==> src/shadow_pkg.sv <==
package shadow_pkg;

    // Instruction word, program counter and APB data all share one width.
    parameter int DATA_W  = 32;
    parameter int ORDER_W = 16;
    parameter int ADDR_W  = 4;

    // APB register offsets of the record feeder.
    typedef enum logic [ADDR_W-1:0] {
        REG_INSN   = 4'h0,
        REG_PC     = 4'h4,
        REG_PUSH   = 4'h8,
        REG_STATUS = 4'hC
    } apb_reg_e;

    // Bit positions inside REG_STATUS.
    parameter int STATUS_LEVEL_W = 8;
    parameter int STATUS_FULL    = 8;
    parameter int STATUS_EMPTY   = 9;

    // The chain is primed first, then it follows the core.
    typedef enum logic {
        ST_FILL,
        ST_TRACK
    } ctrl_state_e;

endpackage
==> src/shadow_pipeline_top.sv <==
`timescale 1ns/1ps

module shadow_pipeline_top #(
    parameter int FIFO_DEPTH = 4,
    parameter int PIPE_DEPTH = 3
) (
    input  logic                           clk,
    input  logic                           rst_n,
    input  logic                           psel_i,
    input  logic                           penable_i,
    input  logic                           pwrite_i,
    input  logic [shadow_pkg::ADDR_W-1:0]  paddr_i,
    input  logic [shadow_pkg::DATA_W-1:0]  pwdata_i,
    input  logic                           core_retire_i,
    input  logic [shadow_pkg::DATA_W-1:0]  irq_i,
    output logic [shadow_pkg::DATA_W-1:0]  prdata_o,
    output logic                           pready_o,
    output logic                           pslverr_o,
    output logic                           trace_valid_o,
    output logic [shadow_pkg::DATA_W-1:0]  trace_insn_o,
    output logic [shadow_pkg::DATA_W-1:0]  trace_pc_o,
    output logic [shadow_pkg::ORDER_W-1:0] trace_order_o,
    output logic                           irq_event_o,
    output logic [shadow_pkg::DATA_W-1:0]  irq_value_o,
    output logic                           desync_o
);
    import shadow_pkg::*;

    logic               rec_valid;
    logic [DATA_W-1:0]  rec_insn;
    logic [DATA_W-1:0]  rec_pc;
    logic [ORDER_W-1:0] rec_order;
    logic               pop;
    logic               step;
    logic               ex_valid;
    logic [DATA_W-1:0]  ex_insn;
    logic [DATA_W-1:0]  ex_pc;
    logic [ORDER_W-1:0] ex_order;

    apb_record_feeder #(
        .FIFO_DEPTH (FIFO_DEPTH)
    ) feeder0 (
        .clk         (clk),
        .rst_n       (rst_n),
        .psel_i      (psel_i),
        .penable_i   (penable_i),
        .pwrite_i    (pwrite_i),
        .paddr_i     (paddr_i),
        .pwdata_i    (pwdata_i),
        .pop_i       (pop),
        .prdata_o    (prdata_o),
        .pready_o    (pready_o),
        .pslverr_o   (pslverr_o),
        .rec_valid_o (rec_valid),
        .rec_insn_o  (rec_insn),
        .rec_pc_o    (rec_pc),
        .rec_order_o (rec_order)
    );

    step_controller #(
        .PIPE_DEPTH (PIPE_DEPTH)
    ) ctrl0 (
        .clk           (clk),
        .rst_n         (rst_n),
        .rec_valid_i   (rec_valid),
        .core_retire_i (core_retire_i),
        .step_o        (step)
    );

    shadow_stage_chain #(
        .PIPE_DEPTH (PIPE_DEPTH)
    ) chain0 (
        .clk         (clk),
        .rst_n       (rst_n),
        .step_i      (step),
        .rec_valid_i (rec_valid),
        .rec_insn_i  (rec_insn),
        .rec_pc_i    (rec_pc),
        .rec_order_i (rec_order),
        .pop_o       (pop),
        .ex_valid_o  (ex_valid),
        .ex_insn_o   (ex_insn),
        .ex_pc_o     (ex_pc),
        .ex_order_o  (ex_order)
    );

    retire_port port0 (
        .clk           (clk),
        .rst_n         (rst_n),
        .core_retire_i (core_retire_i),
        .ex_valid_i    (ex_valid),
        .ex_insn_i     (ex_insn),
        .ex_pc_i       (ex_pc),
        .ex_order_i    (ex_order),
        .irq_i         (irq_i),
        .trace_valid_o (trace_valid_o),
        .trace_insn_o  (trace_insn_o),
        .trace_pc_o    (trace_pc_o),
        .trace_order_o (trace_order_o),
        .irq_event_o   (irq_event_o),
        .irq_value_o   (irq_value_o),
        .desync_o      (desync_o)
    );

endmodule

==> src/retire_port.sv <==
`timescale 1ns/1ps

module retire_port (
    input  logic                           clk,
    input  logic                           rst_n,
    input  logic                           core_retire_i,
    input  logic                           ex_valid_i,
    input  logic [shadow_pkg::DATA_W-1:0]  ex_insn_i,
    input  logic [shadow_pkg::DATA_W-1:0]  ex_pc_i,
    input  logic [shadow_pkg::ORDER_W-1:0] ex_order_i,
    input  logic [shadow_pkg::DATA_W-1:0]  irq_i,
    output logic                           trace_valid_o,
    output logic [shadow_pkg::DATA_W-1:0]  trace_insn_o,
    output logic [shadow_pkg::DATA_W-1:0]  trace_pc_o,
    output logic [shadow_pkg::ORDER_W-1:0] trace_order_o,
    output logic                           irq_event_o,
    output logic [shadow_pkg::DATA_W-1:0]  irq_value_o,
    output logic                           desync_o
);
    import shadow_pkg::*;

    logic [DATA_W-1:0] irq_q;
    logic              irq_event_q;
    logic              retire_q;
    logic              desync_q;
    logic              miss;

    // The last stage already pulses for one cycle per step.
    assign trace_valid_o = ex_valid_i;
    assign trace_insn_o  = ex_insn_i;
    assign trace_pc_o    = ex_pc_i;
    assign trace_order_o = ex_order_i;

    // A retire with no record behind it means the shadow has fallen behind.
    assign miss = retire_q & ~ex_valid_i;

    always_ff @(posedge clk) begin
        if (!rst_n) begin
            irq_q       <= '0;
            irq_event_q <= 1'b0;
            retire_q    <= 1'b0;
            desync_q    <= 1'b0;
        end else begin
            irq_q       <= irq_i;
            irq_event_q <= (irq_i != irq_q);
            retire_q    <= core_retire_i;
            desync_q    <= desync_q | miss;  // Sticky until reset.
        end
    end

    assign irq_event_o = irq_event_q;
    assign irq_value_o = irq_q;  // Holds the value sampled on the change edge.
    assign desync_o    = desync_q | miss;

endmodule

==> src/shadow_stage_chain.sv <==
`timescale 1ns/1ps

module shadow_stage_chain #(
    parameter int PIPE_DEPTH = 3
) (
    input  logic                           clk,
    input  logic                           rst_n,
    input  logic                           step_i,
    input  logic                           rec_valid_i,
    input  logic [shadow_pkg::DATA_W-1:0]  rec_insn_i,
    input  logic [shadow_pkg::DATA_W-1:0]  rec_pc_i,
    input  logic [shadow_pkg::ORDER_W-1:0] rec_order_i,
    output logic                           pop_o,
    output logic                           ex_valid_o,
    output logic [shadow_pkg::DATA_W-1:0]  ex_insn_o,
    output logic [shadow_pkg::DATA_W-1:0]  ex_pc_o,
    output logic [shadow_pkg::ORDER_W-1:0] ex_order_o
);
    import shadow_pkg::*;

    localparam int LAST = PIPE_DEPTH - 1;

    logic [PIPE_DEPTH-1:0] valid_q;
    logic [DATA_W-1:0]     insn_q [PIPE_DEPTH];
    logic [DATA_W-1:0]     pc_q [PIPE_DEPTH];
    logic [ORDER_W-1:0]    order_q [PIPE_DEPTH];

    assign pop_o = step_i & rec_valid_i;  // Head is consumed by the first stage.

    always_ff @(posedge clk) begin
        if (!rst_n) begin
            valid_q <= '0;
        end else if (step_i) begin
            valid_q <= {valid_q[PIPE_DEPTH-2:0], rec_valid_i};
        end else begin
            valid_q[LAST] <= 1'b0;  // Report each record for one cycle only.
        end
    end

    always_ff @(posedge clk) begin
        if (step_i) begin
            insn_q[0]  <= rec_insn_i;
            pc_q[0]    <= rec_pc_i;
            order_q[0] <= rec_order_i;
            for (int i = 1; i < PIPE_DEPTH; i++) begin
                insn_q[i]  <= insn_q[i-1];
                pc_q[i]    <= pc_q[i-1];
                order_q[i] <= order_q[i-1];
            end
        end
    end

    assign ex_valid_o = valid_q[LAST];
    assign ex_insn_o  = insn_q[LAST];
    assign ex_pc_o    = pc_q[LAST];
    assign ex_order_o = order_q[LAST];

endmodule

==> src/step_controller.sv <==
`timescale 1ns/1ps

module step_controller #(
    parameter int PIPE_DEPTH = 3
) (
    input  logic clk,
    input  logic rst_n,
    input  logic rec_valid_i,
    input  logic core_retire_i,
    output logic step_o
);
    import shadow_pkg::*;

    localparam int PRIME = PIPE_DEPTH - 1;
    localparam int CNT_W = (PIPE_DEPTH > 2) ? $clog2(PIPE_DEPTH) : 1;

    ctrl_state_e      state_q;
    logic [CNT_W-1:0] prime_q;

    always_comb begin
        if (state_q == ST_FILL) begin
            step_o = rec_valid_i;  // Prime whenever a record is available.
        end else begin
            step_o = core_retire_i;
        end
    end

    always_ff @(posedge clk) begin
        if (!rst_n) begin
            state_q <= ST_FILL;
            prime_q <= '0;
        end else if (state_q == ST_FILL && step_o) begin
            if (prime_q == CNT_W'(PRIME - 1)) begin
                state_q <= ST_TRACK;  // Chain now sits in phase with the core.
            end else begin
                prime_q <= prime_q + 1'b1;
            end
        end
    end

endmodule

==> src/apb_record_feeder.sv <==
`timescale 1ns/1ps

module apb_record_feeder #(
    parameter int FIFO_DEPTH = 4
) (
    input  logic                        clk,
    input  logic                        rst_n,
    input  logic                        psel_i,
    input  logic                        penable_i,
    input  logic                        pwrite_i,
    input  logic [shadow_pkg::ADDR_W-1:0]  paddr_i,
    input  logic [shadow_pkg::DATA_W-1:0]  pwdata_i,
    input  logic                        pop_i,
    output logic [shadow_pkg::DATA_W-1:0]  prdata_o,
    output logic                        pready_o,
    output logic                        pslverr_o,
    output logic                        rec_valid_o,
    output logic [shadow_pkg::DATA_W-1:0]  rec_insn_o,
    output logic [shadow_pkg::DATA_W-1:0]  rec_pc_o,
    output logic [shadow_pkg::ORDER_W-1:0] rec_order_o
);
    import shadow_pkg::*;

    localparam int PTR_W = (FIFO_DEPTH > 1) ? $clog2(FIFO_DEPTH) : 1;
    localparam int CNT_W = $clog2(FIFO_DEPTH + 1);

    logic [DATA_W-1:0]  stage_insn_q;
    logic [DATA_W-1:0]  stage_pc_q;
    logic [DATA_W-1:0]  mem_insn [FIFO_DEPTH];
    logic [DATA_W-1:0]  mem_pc [FIFO_DEPTH];
    logic [PTR_W-1:0]   wr_ptr_q;
    logic [PTR_W-1:0]   rd_ptr_q;
    logic [CNT_W-1:0]   fill_q;
    logic [ORDER_W-1:0] order_q;
    logic               access;
    logic               reg_hit;
    logic               full;
    logic               empty;
    logic               push_req;
    logic               push_ok;
    logic [DATA_W-1:0]  status;

    assign access   = psel_i & penable_i;  // APB access phase.
    assign full     = (fill_q == CNT_W'(FIFO_DEPTH));
    assign empty    = (fill_q == '0);
    assign push_req = access & pwrite_i & (paddr_i == REG_PUSH);
    assign push_ok  = push_req & ~full;

    assign status = {{(DATA_W - STATUS_EMPTY - 1){1'b0}}, empty, full,
                     STATUS_LEVEL_W'(fill_q)};

    // Read mux and address decode.
    always_comb begin
        reg_hit  = 1'b1;
        prdata_o = '0;
        case (paddr_i)
            REG_INSN:   prdata_o = stage_insn_q;
            REG_PC:     prdata_o = stage_pc_q;
            REG_PUSH:   prdata_o = '0;
            REG_STATUS: prdata_o = status;
            default:    reg_hit  = 1'b0;
        endcase
    end

    assign pready_o  = 1'b1;
    assign pslverr_o = access & (~reg_hit | (push_req & full) |
                                 (pwrite_i & (paddr_i == REG_STATUS)));

    always_ff @(posedge clk) begin
        if (access && pwrite_i && paddr_i == REG_INSN) begin
            stage_insn_q <= pwdata_i;
        end
        if (access && pwrite_i && paddr_i == REG_PC) begin
            stage_pc_q <= pwdata_i;
        end
        if (push_ok) begin
            mem_insn[wr_ptr_q] <= stage_insn_q;
            mem_pc[wr_ptr_q]   <= stage_pc_q;
        end
    end

    always_ff @(posedge clk) begin
        if (!rst_n) begin
            wr_ptr_q <= '0;
            rd_ptr_q <= '0;
            fill_q   <= '0;
            order_q  <= '0;
        end else begin
            if (push_ok) begin
                wr_ptr_q <= (wr_ptr_q == PTR_W'(FIFO_DEPTH - 1)) ? '0 : wr_ptr_q + 1'b1;
            end
            if (pop_i) begin
                rd_ptr_q <= (rd_ptr_q == PTR_W'(FIFO_DEPTH - 1)) ? '0 : rd_ptr_q + 1'b1;
                order_q  <= order_q + 1'b1;  // Next record gets the next number.
            end
            if (push_ok && !pop_i) begin
                fill_q <= fill_q + 1'b1;
            end else if (pop_i && !push_ok) begin
                fill_q <= fill_q - 1'b1;
            end
        end
    end

    assign rec_valid_o = ~empty;
    assign rec_insn_o  = mem_insn[rd_ptr_q];
    assign rec_pc_o    = mem_pc[rd_ptr_q];
    assign rec_order_o = order_q;

endmodule

==> config.mk <==
export PLATFORM = sky130hd
export DESIGN_NAME = shadow_pipeline_top
export DESIGN_NICKNAME = d
export VERILOG_FILES = /design/src/shadow_pkg.sv /design/src/shadow_pipeline_top.sv /design/src/retire_port.sv /design/src/shadow_stage_chain.sv /design/src/step_controller.sv /design/src/apb_record_feeder.sv
export SDC_FILE = /design/constraint.sdc
export NUM_CORES = 1
export LEC_CHECK = 0
export BUFFER_PORTS_ARGS = -buffer_cell sky130_fd_sc_hd__buf_4
export CORE_MARGIN = 2
export CORE_UTILIZATION = 53
export DETAILED_ROUTE_END_ITERATION = 10
export PLACE_DENSITY = 0.77
export SLEW_MARGIN = 20
export SYNTH_ARGS = -nofsm -noshare
export SYNTH_HDL_FRONTEND = slang
export SYNTH_SLANG_ARGS = --single-unit
==> constraint.sdc <==
create_clock -name clk -period 6.38 [get_ports clk]
set_input_delay 0.638 -clock clk [delete_from_list [all_inputs] [get_ports clk]]
set_output_delay 0.638 -clock clk [all_outputs]
set_load 0.05 [all_outputs]
* Yosys cells after proc, flatten, opt, wreduce, memory -nomap -nowiden
Memory sizes are Yosys's and may differ from the RTL's. A register that Yosys moved wholly into a read port is not among the register bits.
Cells that the tools add are included.
** Storage, ports and cells
- Logic and storage cells :: 81
- Register bits :: 128
- Input bits :: 74
- Memories kept :: 5
- Memory bits (writable) :: 496
** Operators by class
- Muxes and demuxes :: 15
- Equal/unequal tests :: 8
- Reductions and logical operators :: 15
- Bitwise operators :: 18
- $add $sub $neg :: 6
** Memory list
- feeder0.mem_insn :: words 4, bits a word 32, read ports 1, clocked after memory_dff 1, write ports 1, line apb_record_feeder.sv:29 : logic [DATA_W-1:0] mem_insn [FIFO_DEPTH];
- feeder0.mem_pc :: words 4, bits a word 32, read ports 1, clocked after memory_dff 1, write ports 1, line apb_record_feeder.sv:30 : logic [DATA_W-1:0] mem_pc [FIFO_DEPTH];
- chain0.insn_q :: words 3, bits a word 32, read ports 3, clocked after memory_dff 0, write ports 3, line shadow_stage_chain.sv:24 : logic [DATA_W-1:0] insn_q [PIPE_DEPTH];
- chain0.pc_q :: words 3, bits a word 32, read ports 3, clocked after memory_dff 0, write ports 3, line shadow_stage_chain.sv:25 : logic [DATA_W-1:0] pc_q [PIPE_DEPTH];
- chain0.order_q :: words 3, bits a word 16, read ports 3, clocked after memory_dff 0, write ports 3, line shadow_stage_chain.sv:26 : logic [ORDER_W-1:0] order_q [PIPE_DEPTH];
** Operators with widths (count)
- 32-bit case mux with 3 select lines :: 1
- 32-bit inequality test :: 1
- 16-bit by 1-bit adder with 16-bit output (second input constant) :: 1
- 2-bit two-way mux :: 6
- 1-bit bitwise AND :: 9
- 4-bit == test (second input constant) :: 2
- 2-bit by 1-bit adder with 2-bit output (second input constant) :: 3
- 1-bit logical AND :: 6
- 1-bit two-way mux :: 6
- 3-bit two-way mux :: 2
- 1-bit inverter :: 6
- 2-bit AND reduction :: 3
- 2-bit == test (second input constant) :: 2
- 4-bit by 3-bit == test with 1-bit output (second input constant) :: 1
- 4-bit logical NOT :: 1
- 4-bit OR reduction :: 1
- 3-bit by 1-bit adder with 3-bit output (second input constant) :: 1
- 3-bit == test (second input constant) :: 1
- 3-bit logical NOT :: 1
- 1-bit OR :: 3
- 3-bit by 1-bit subtractor with 3-bit output (second input constant) :: 1
- 2-bit by 1-bit == test with 1-bit output (second input constant) :: 1
- 1-bit logical NOT :: 2
- 2-bit nonzero test :: 1

* Depth between registers and ports, before layout
Gate-level depths: netlist of the first run.
- Word-level depth :: 8
- Gate-level depth with buffers :: 8

* Modules after synthesis
A second synthesis of the first run with hierarchy kept.
** Unflattened totals
- Cell total of the unflattened synthesis :: 1140
- Area, all modules :: 22799.4 um^2
** Modules (own cells, without submodules)
- apb_record_feeder :: area each 12832.3 um^2, cells an instance 598, instances 1
- shadow_stage_chain :: area each 7913.8 um^2, cells an instance 329, instances 1
- retire_port :: area each 1895.6 um^2, cells an instance 198, instances 1
- step_controller :: area each 157.7 um^2, cells an instance 15, instances 1

* Least setup slack after synthesis of the first run
No wires, ideal clock.
- Kind :: input-to-reg
- From :: input core_retire_i
- To :: memory chain0.insn_q[0][0] (enable)
- Setup slack :: 0.235 ns
- Stages :: 3
- Arrival time :: 5.554 ns
- Setup time :: 0.590 ns
- Buffers on the path :: 0
- Cell sequence :: nand2b_1 -> o21ai_0 -> inv_1
** RTL lines
- start: declaration :: line shadow_pipeline_top.sv:14 : input logic core_retire_i,
- end: declaration :: line shadow_stage_chain.sv:24

==> impl_metrics.toml, run 1 <==
[cts]
insertion_delay_ns = 0.62
clock_tree.buffer_depth = 3
tritoncts = "built"
clock_pin_slew_on_the_worst_setup_and_hold_paths_ns = 0.06
cts_htree_levels = 2
clock_sink_count = 626
cts_root_buffer = "clkbuf_16"
post_cts_resize_count = 0
cts_setup_buffers = 0
cts_inserted_buffers = 58
post_cts_hold_buffer_count = 0

[grt]
grt_antenna_before_repair = 1
grt_pass1_wl_mm = 60.97
overflow = 0
grt_pass1_vias = 10107
grt_start_max_net_pins = 129
grt.total_usage_pct = 18.77

[setup_path]
cp-start-kind = "flop"
crit_path_max_incr_delay_ns = 0.72
timing.critical_path.buf_inv = 2
timing.critical_path.max_delay_family = "buffers and inverters"
timing_worst_setup_path_type = "reg2reg"
path_cells = "or3_1 -> o21ai_0 -> inv_8 -> buf_4"
cp_slowest_cell = "o21ai_0"
worst-path-max-fanout = 128
critical_path_arrival_ns = 3.28
capturing_element_type_of_the_critical_path = "flop"
cp_data_required_time_ns = 6.64

[timing]
maxSlewViolCount = 0
worst_slew_margin_rel_pct = 30.37
setup_tns_ns = 0
rsz0062_at_grt = "no"
fin_ws_ns = 3.355
highest_clock_rate_ghz = 0.3305
transition_time_of_the_tightest_slew_check_pin_ns = 1.044
finClkSkew_ns = 0.02143
setup_viol = 0
finalCriticalPeriod_ns = 3.025
post-route-period-util_pct = 47.42
timing_hold_violations_final = 0

[finish]
area.growth.synth_to_final_pct = 16.02
area_of_the_multi_input_gates_um2 = 3209
share_of_cells_above_drive_strength_1_pct = 30.85
layout.nets = 1315
final.fill_count = 2770
seqCellArea_um2 = 18140
fin_util_pct = 62.44

[route]
final_antenna_net_count = 0
drt_pre_antenna_iters = 5
drc_errors = 0
dr_total_vias = 9816
route.detailed.vias_per_inst = 5.423
first_iter_violations = 819
totalWireLength_mm = 40.61
route.detailed.wl_per_inst_um = 22.44

[die]
starting_utilization_of_the_core_area_pct = 53.82
floorplan.rows = 74
fp.dieW_um = 208.1
ioPinCount = 223
floorplan.die_area_um2 = 43300
core_region_area_um2 = 41020
die_h_um = 208.1

[logic_synthesis]
netlist-cell-type-count = 44
synth_adder_area_share_pct = 0.5441
syn_nets = 1137
yosys.area_share.xor_xnor_pct = 1.627
post_synth_mux_area_share_pct = 7.102
yosysWarningCount = 0
synth_simple_gate_area_share_pct = 3.180
synth_cells = 1054
synth.ff_latch_count = 626
synthesis.area_per_instance_um2 = 20.94
synthFlopType = "edfxtp_1"
largest_family_of_logic_cells_by_synthesized_area = "multiplexers"
postSynth.asyncResetShare_pct = 0
synth_compound_gate_area_share_pct = 1.910
synth_edf_count = 560
synth_sequential_area_ratio_pct = 82.16
post_synth_instance_area_um2 = 22070

[placed_design]
buffer_ports.inserted = 221
routabilityCongestion = 0.8225
placement.setup.worst_slack_ns = 2.920
hpwl_mm = 22.96

[hold_path]
hold_path.class = "in2reg"

[job]
cap_viol_max_count = 0

[power]
cellPowerDensity_nw_per_um2 = 484.6
total_leakage_power_nw = 8.736
pwr-share-clk_pct = 26.7
fin_total_pwr_w = 0.01241
power.share.sequential_pct = 51.1
switching_share_of_total_power_pct = 30.97
combPwrFrac_pct = 22.2
intPower_w = 0.008567
p_sw_w = 0.003845
peakVddDrop_v = 0.0004496

[status]
run_status = "complete, no violations"
## metrics by stage
| step | instances | hold WS [ns] | instance area (um^2) |
|---|---|---|---|
| after floorplan | 1054 | 0.4003 | 22070 |
| after global placement | 1704 | 0.4005 | 23780 |
| after detailed placement | 1704 | 0.4045 | 23780 |
| after CTS | 1809 | 0.1668 | 25610 |
| after global routing | 1810 | 0.1696 | 25610 |
| final | 1810 | 0.1998 | 25610 |
## cell families after synthesis
| logic type | Yosys count |
|---|---|
| DFF | 626 |
| and+or+nand+nor | 122 |
| buffers and inverters | 120 |
| muxes | 76 |
| AOI/OAI and AO/OA | 59 |
| xor gates and xnor gates | 41 |
| adders and majority gates | 9 |
| other | 1 |
## synth_stat cells, drive strengths merged (9+ instances only)
cell,number,area [um^2]
xnor2,37,324.1
clkbuf,20,75.07
inv,10,37.53
a21oi,14,70.07
or3,9,56.30
buf,90,650.6
and2,38,237.7
nor2,24,90.09
nand4,10,62.56
edfxtp,560,16820
mux4,64,1441
dfxtp,66,1321
nand2,9,33.78
a22o,27,236.5
## sequential cells by signal, summed over array words and instances, names as in the netlist, 2 cells and up, named ones only
name,count
feeder0.mem_insn,128
chain0.valid_q,3
chain0.pc_q,96
port0.irq_value_o,32
chain0.order_q,48
feeder0.rec_order_o,16
feeder0.fill_q,3
feeder0.wr_ptr_q,2
ctrl0.prime_q,2
feeder0.stage_pc_q,32
feeder0.stage_insn_q,32
feeder0.mem_pc,128
chain0.insn_q,96
feeder0.rd_ptr_q,2
## final timing paths
| path | start | endpoint | slack [ns] | cells after the start |
|---|---|---|---|---|
| max reg2reg | feeder0.fill_q[0]$_SDFFE_PN0P_ | chain0.pc_q[0][39]$_DFFE_PN_ | 3.35 | 4 |
| min reg2reg | chain0.order_q[0][28]$_DFFE_PN_ | chain0.order_q[0][44]$_DFFE_PN_ | 0.41 | 0 |
| max | feeder0.fill_q[0]$_SDFFE_PN0P_ | chain0.pc_q[0][39]$_DFFE_PN_ | 3.35 | 4 |
| min | pwdata_i[21] | feeder0.stage_insn_q[21]$_DFFE_PP_ | 0.20 | 1 |
## area by class of cell
| class | instances | share of cell area (%) |
|---|---|---|
| flip-flops and latches | 626 | 70.85 |
| multi-input cells | 308 | 12.53 |
| repair buffers | 228 | 6.683 |
| clock buffers | 76 | 6.009 |
| well taps | 532 | 2.599 |
| clock inverters | 29 | 1.148 |
| inverters | 10 | 0.1759 |
| diodes | 1 | 0.009770 |
## metal layers
metal	vias up	GRT usage, %	share of wire [%]
met5	-	0	0
met4	0	6.946	2.8
met3	68	3.472	5.4
met2	319	32.35	52
met1	5034	24.00	40
li1	4395	-	-
## power by group through the flow
stage          clock network [W]  logic [W]  registers, W
6_report                 0.00332    0.00276       0.00634
5_1_grt                  0.00353    0.00291       0.00645
4_1_cts                  0.00337    0.00280       0.00636
3_5_place_dp                   0    0.00278       0.00643
3_3_place_gp                   0    0.00273       0.00639
2_1_floorplan                  0    0.00230       0.00623
## layout by cell type, fill, tap and decap left out, types with 5 or more instances in the layout
master     Yosys  routed
clkinv_1       0       8
mux2_2         5       5
nor2_1        24      24
or3_1          9       9
edfxtp_1     560     560
a22o_1        27      27
mux4_2        64      64
mux2i_1        7       7
ha_1           8       8
clkbuf_16      0      58
clkbuf_1      20      16
nand3_1        7       7
and2_1        38      34
nand4_1       10      10
dfxtp_1       66      64
buf_4         81     228
o21ai_0        8       8
a21oi_1       14      14
a22oi_1        5       5
nand2_1        9       9
inv_1          9       8
clkinv_2       0       7
xnor2_1       37      37
Power figures use the tool's default switching activity.
==> run 2, diff against run 1 <==
- ABC_AREA: default -> 1
- CORE_UTILIZATION: 53 -> 58
- PLACE_DENSITY: 0.77 -> 0.79
- clock period: 6.38 -> 3.05 ns (I/O delays scaled with it)
==> run 2 against run 1 <==
Net effect:
- combinational power increased by 140%
- via count increased by 30%
- synthesized area increased by 3.4%
- global-route usage increased by 3.7 points
- clock power increased by 100%
- critical path type unchanged
- largest power group unchanged
- highest routed layer is now met5
==> impl_metrics.toml, run 2 <==
[setup_path]
timing.critical_path.max_delay_family = "adder cells"
timing.critical_path.buf_inv = 3
timing_worst_setup_path_type = "reg2reg"
crit_path_max_incr_delay_ns = 0.46
cp_slowest_cell = "dfxtp_1"
capturing_element_type_of_the_critical_path = "flop"
path_cells = "inv_2 -> nand3_1 -> nand2_2 -> inv_1 -> ha_1 -> inv_1 -> fa_1 -> a21oi_1 -> o21ai_0 -> o21ai_0 -> a21oi_1"
worst-path-max-fanout = 9
critical_path_arrival_ns = 2.77
cp-start-kind = "flop"
cp_data_required_time_ns = 3.53

[die]
floorplan.rows = 72
core_region_area_um2 = 38740
die_h_um = 202.4
floorplan.die_area_um2 = 40950
fp.dieW_um = 202.4
ioPinCount = 223
starting_utilization_of_the_core_area_pct = 58.91

[placed_design]
routabilityCongestion = 0.7666
hpwl_mm = 25.99
buffer_ports.inserted = 221

[logic_synthesis]
synth_top_area_share_pct = 73.69
post-synth-top-count-cell = "edfxtp_1"
synthesis.area_per_instance_um2 = 14.68
synth_compound_gate_area_share_pct = 6.530
library_cell_with_the_largest_summed_area_after_synthesis = "edfxtp_1"
yosys.area_share.xor_xnor_pct = 0.2303
synth_adder_area_share_pct = 0.5263
synth_cells = 1555
postSynth.asyncResetShare_pct = 0
post_synth_mux_area_share_pct = 0
synthFlopType = "edfxtp_1"
ys_top_cells_by_count = "560 x edfxtp_1, 202 x nor2_1, 155 x nand2_1, 119 x o21ai_0, 110 x inv_1"
netlist-cell-type-count = 38
netlist_top_cells_area = "edfxtp_1 74%, dfxtp_1 5.8%, nor2_1 3.3%"
synth_edf_count = 560
synth_sequential_area_ratio_pct = 79.48
syn_nets = 1638
post_synth_instance_area_um2 = 22820
largest_family_of_logic_cells_by_synthesized_area = "simple AND/OR/NAND/NOR gates"
synth_simple_gate_area_share_pct = 7.380
yosysWarningCount = 0
synth.ff_latch_count = 626

[route]
drt_pre_antenna_iters = 5
final_antenna_net_count = 0
route.detailed.vias_per_inst = 5.420
dr_total_vias = 12725
first_iter_violations = 929
drc_errors = 0
route.detailed.wl_per_inst_um = 19.48
totalWireLength_mm = 45.75

[grt]
grt_pass1_wl_mm = 70.57
grt_pass1_vias = 12890
grt_start_max_net_pins = 120
overflow = 0
grt.total_usage_pct = 22.50
grt_antenna_before_repair = 1

[timing]
maxSlewViolCount = 0
setup_viol = 0
timing_hold_violations_final = 0
setup_tns_ns = 0
transition_time_of_the_tightest_slew_check_pin_ns = 0.9964
finClkSkew_ns = 0.02036
worst_slew_margin_rel_pct = 33.32
rsz0062_at_grt = "no"
fin_hold_ws_ns = 0.1943
finalCriticalPeriod_ns = 2.295
highest_clock_rate_ghz = 0.4358
post-route-period-util_pct = 75.24

[cts]
cts_inserted_buffers = 57
clock_sink_count = 626
cts_root_buffer = "clkbuf_16"
clock_pin_slew_on_the_worst_setup_and_hold_paths_ns = 0.06
cts_setup_buffers = 0
cts_htree_levels = 2
clock_tree.buffer_depth = 3
post_cts_resize_count = 0
tritoncts = "built"
insertion_delay_ns = 0.61

[finish]
largestRegisters = "feeder0.mem_insn: 128 flops, feeder0.mem_pc: 128 flops"
leading_cell_types_in_the_layout_fill_and_taps_excluded = "560 x edfxtp_1, 234 x buf_4, 196 x nor2_1"
layout.nets = 1866
area.growth.synth_to_final_pct = 18.12
fin_util_pct = 69.59
share_of_cells_above_drive_strength_1_pct = 19.79
final_common_cell = "edfxtp_1"

[job]
cap_viol_max_count = 0

[power]
switching_share_of_total_power_pct = 32.89
peakVddDrop_v = 0.0006774
total_leakage_power_nw = 10.07
combPwrFrac_pct = 25.4
power.share.sequential_pct = 49.0
p_sw_w = 0.008689
intPower_w = 0.01773
pwr-share-clk_pct = 25.5
cellPowerDensity_nw_per_um2 = 980.0

[status]
run_status = "complete, no violations"

[hold_path]
hold_path.class = "in2reg"
run 2: final cells by class:
cell class                 instances  area (um^2)
antenna                            1        2.502
clock buffer                      77         1501
clock inverter                    28        255.2
fill                            2428        11780
inverter                         118        450.4
multi-input combinational        674         3407
sequential                       626        18140
tap                              518        648.1
timing repair buffer             306         2547
run 2: per-stage QoR:
stage	instance area, um^2	worst slack, ns	std cells	total power (W)
6_report	26960	0.7552	2348	0.02642
5_1_grt	26950	0.6191	2347	0.02750
4_1_cts	26950	0.7872	2347	0.02659
3_5_place_dp	24540	0.5900	2177	0.01982
3_3_place_gp	24540	0.6552	2177	0.01953
2_1_floorplan	22840	-1.861	1555	0.01840
run 2: routing by layer:
metal	wire, um	up-vias	GRT usage (%)
li1	-	5902	-
met2	22850	480	37.70
met3	3308	86	4.482
met4	1207	2	7.560
met5	11	-	0
met1	18370	6255	29.80
run 2: cell families after synthesis:
kind of cell               after synthesis
AOI/OAI and AO/OA                      256
xor gates and xnor gates                 6
adders and majority gates                9
buffers and inverters                  255
DFF                                    626
other                                    1
and+or+nand+nor                        402
run 2: worst paths after layout:
kind / start / to / slack, ns / cells past startpoint
min: rst_n / port0.irq_value_o[14]$_SDFF_PN0_ / 0.19 / 3
max: feeder0.fill_q[0]$_SDFFE_PN0P_ / feeder0.fill_q[2]$_SDFFE_PN0P_ / 0.76 / 11
min reg2reg: chain0.insn_q[0][4]$_DFFE_PN_ / chain0.insn_q[0][36]$_DFFE_PN_ / 0.41 / 0
max reg2reg: feeder0.fill_q[0]$_SDFFE_PN0P_ / feeder0.fill_q[2]$_SDFFE_PN0P_ / 0.76 / 11
run 2: power groups by stage:
stage | Sequential [W] | Combinational [W] | Clock (W)
after global placement | 0.0130 | 0.00649 | 0
final | 0.0130 | 0.00672 | 0.00674
after global routing | 0.0131 | 0.00718 | 0.00718
after floorplan | 0.0131 | 0.00531 | 0
after detailed placement | 0.0131 | 0.00668 | 0
after CTS | 0.0130 | 0.00676 | 0.00685
run 2: repair_timing:
item,4_1_cts,5_1_grt
endpoints found under the hold margin,97,0
endpoints found under the setup margin,0,0
hold buffers,65,0
run 2: worst reg2reg max path: stages, from the launching register on:
cell and delay, ns:
dfxtp_1 0.46, inv_2 0.10, nand3_1 0.13, nand2_2 0.21, inv_1 0.13, ha_1 0.16, inv_1 0.08, fa_1 0.43
a21oi_1 0.15, o21ai_0 0.11, o21ai_0 0.15, a21oi_1 0.07
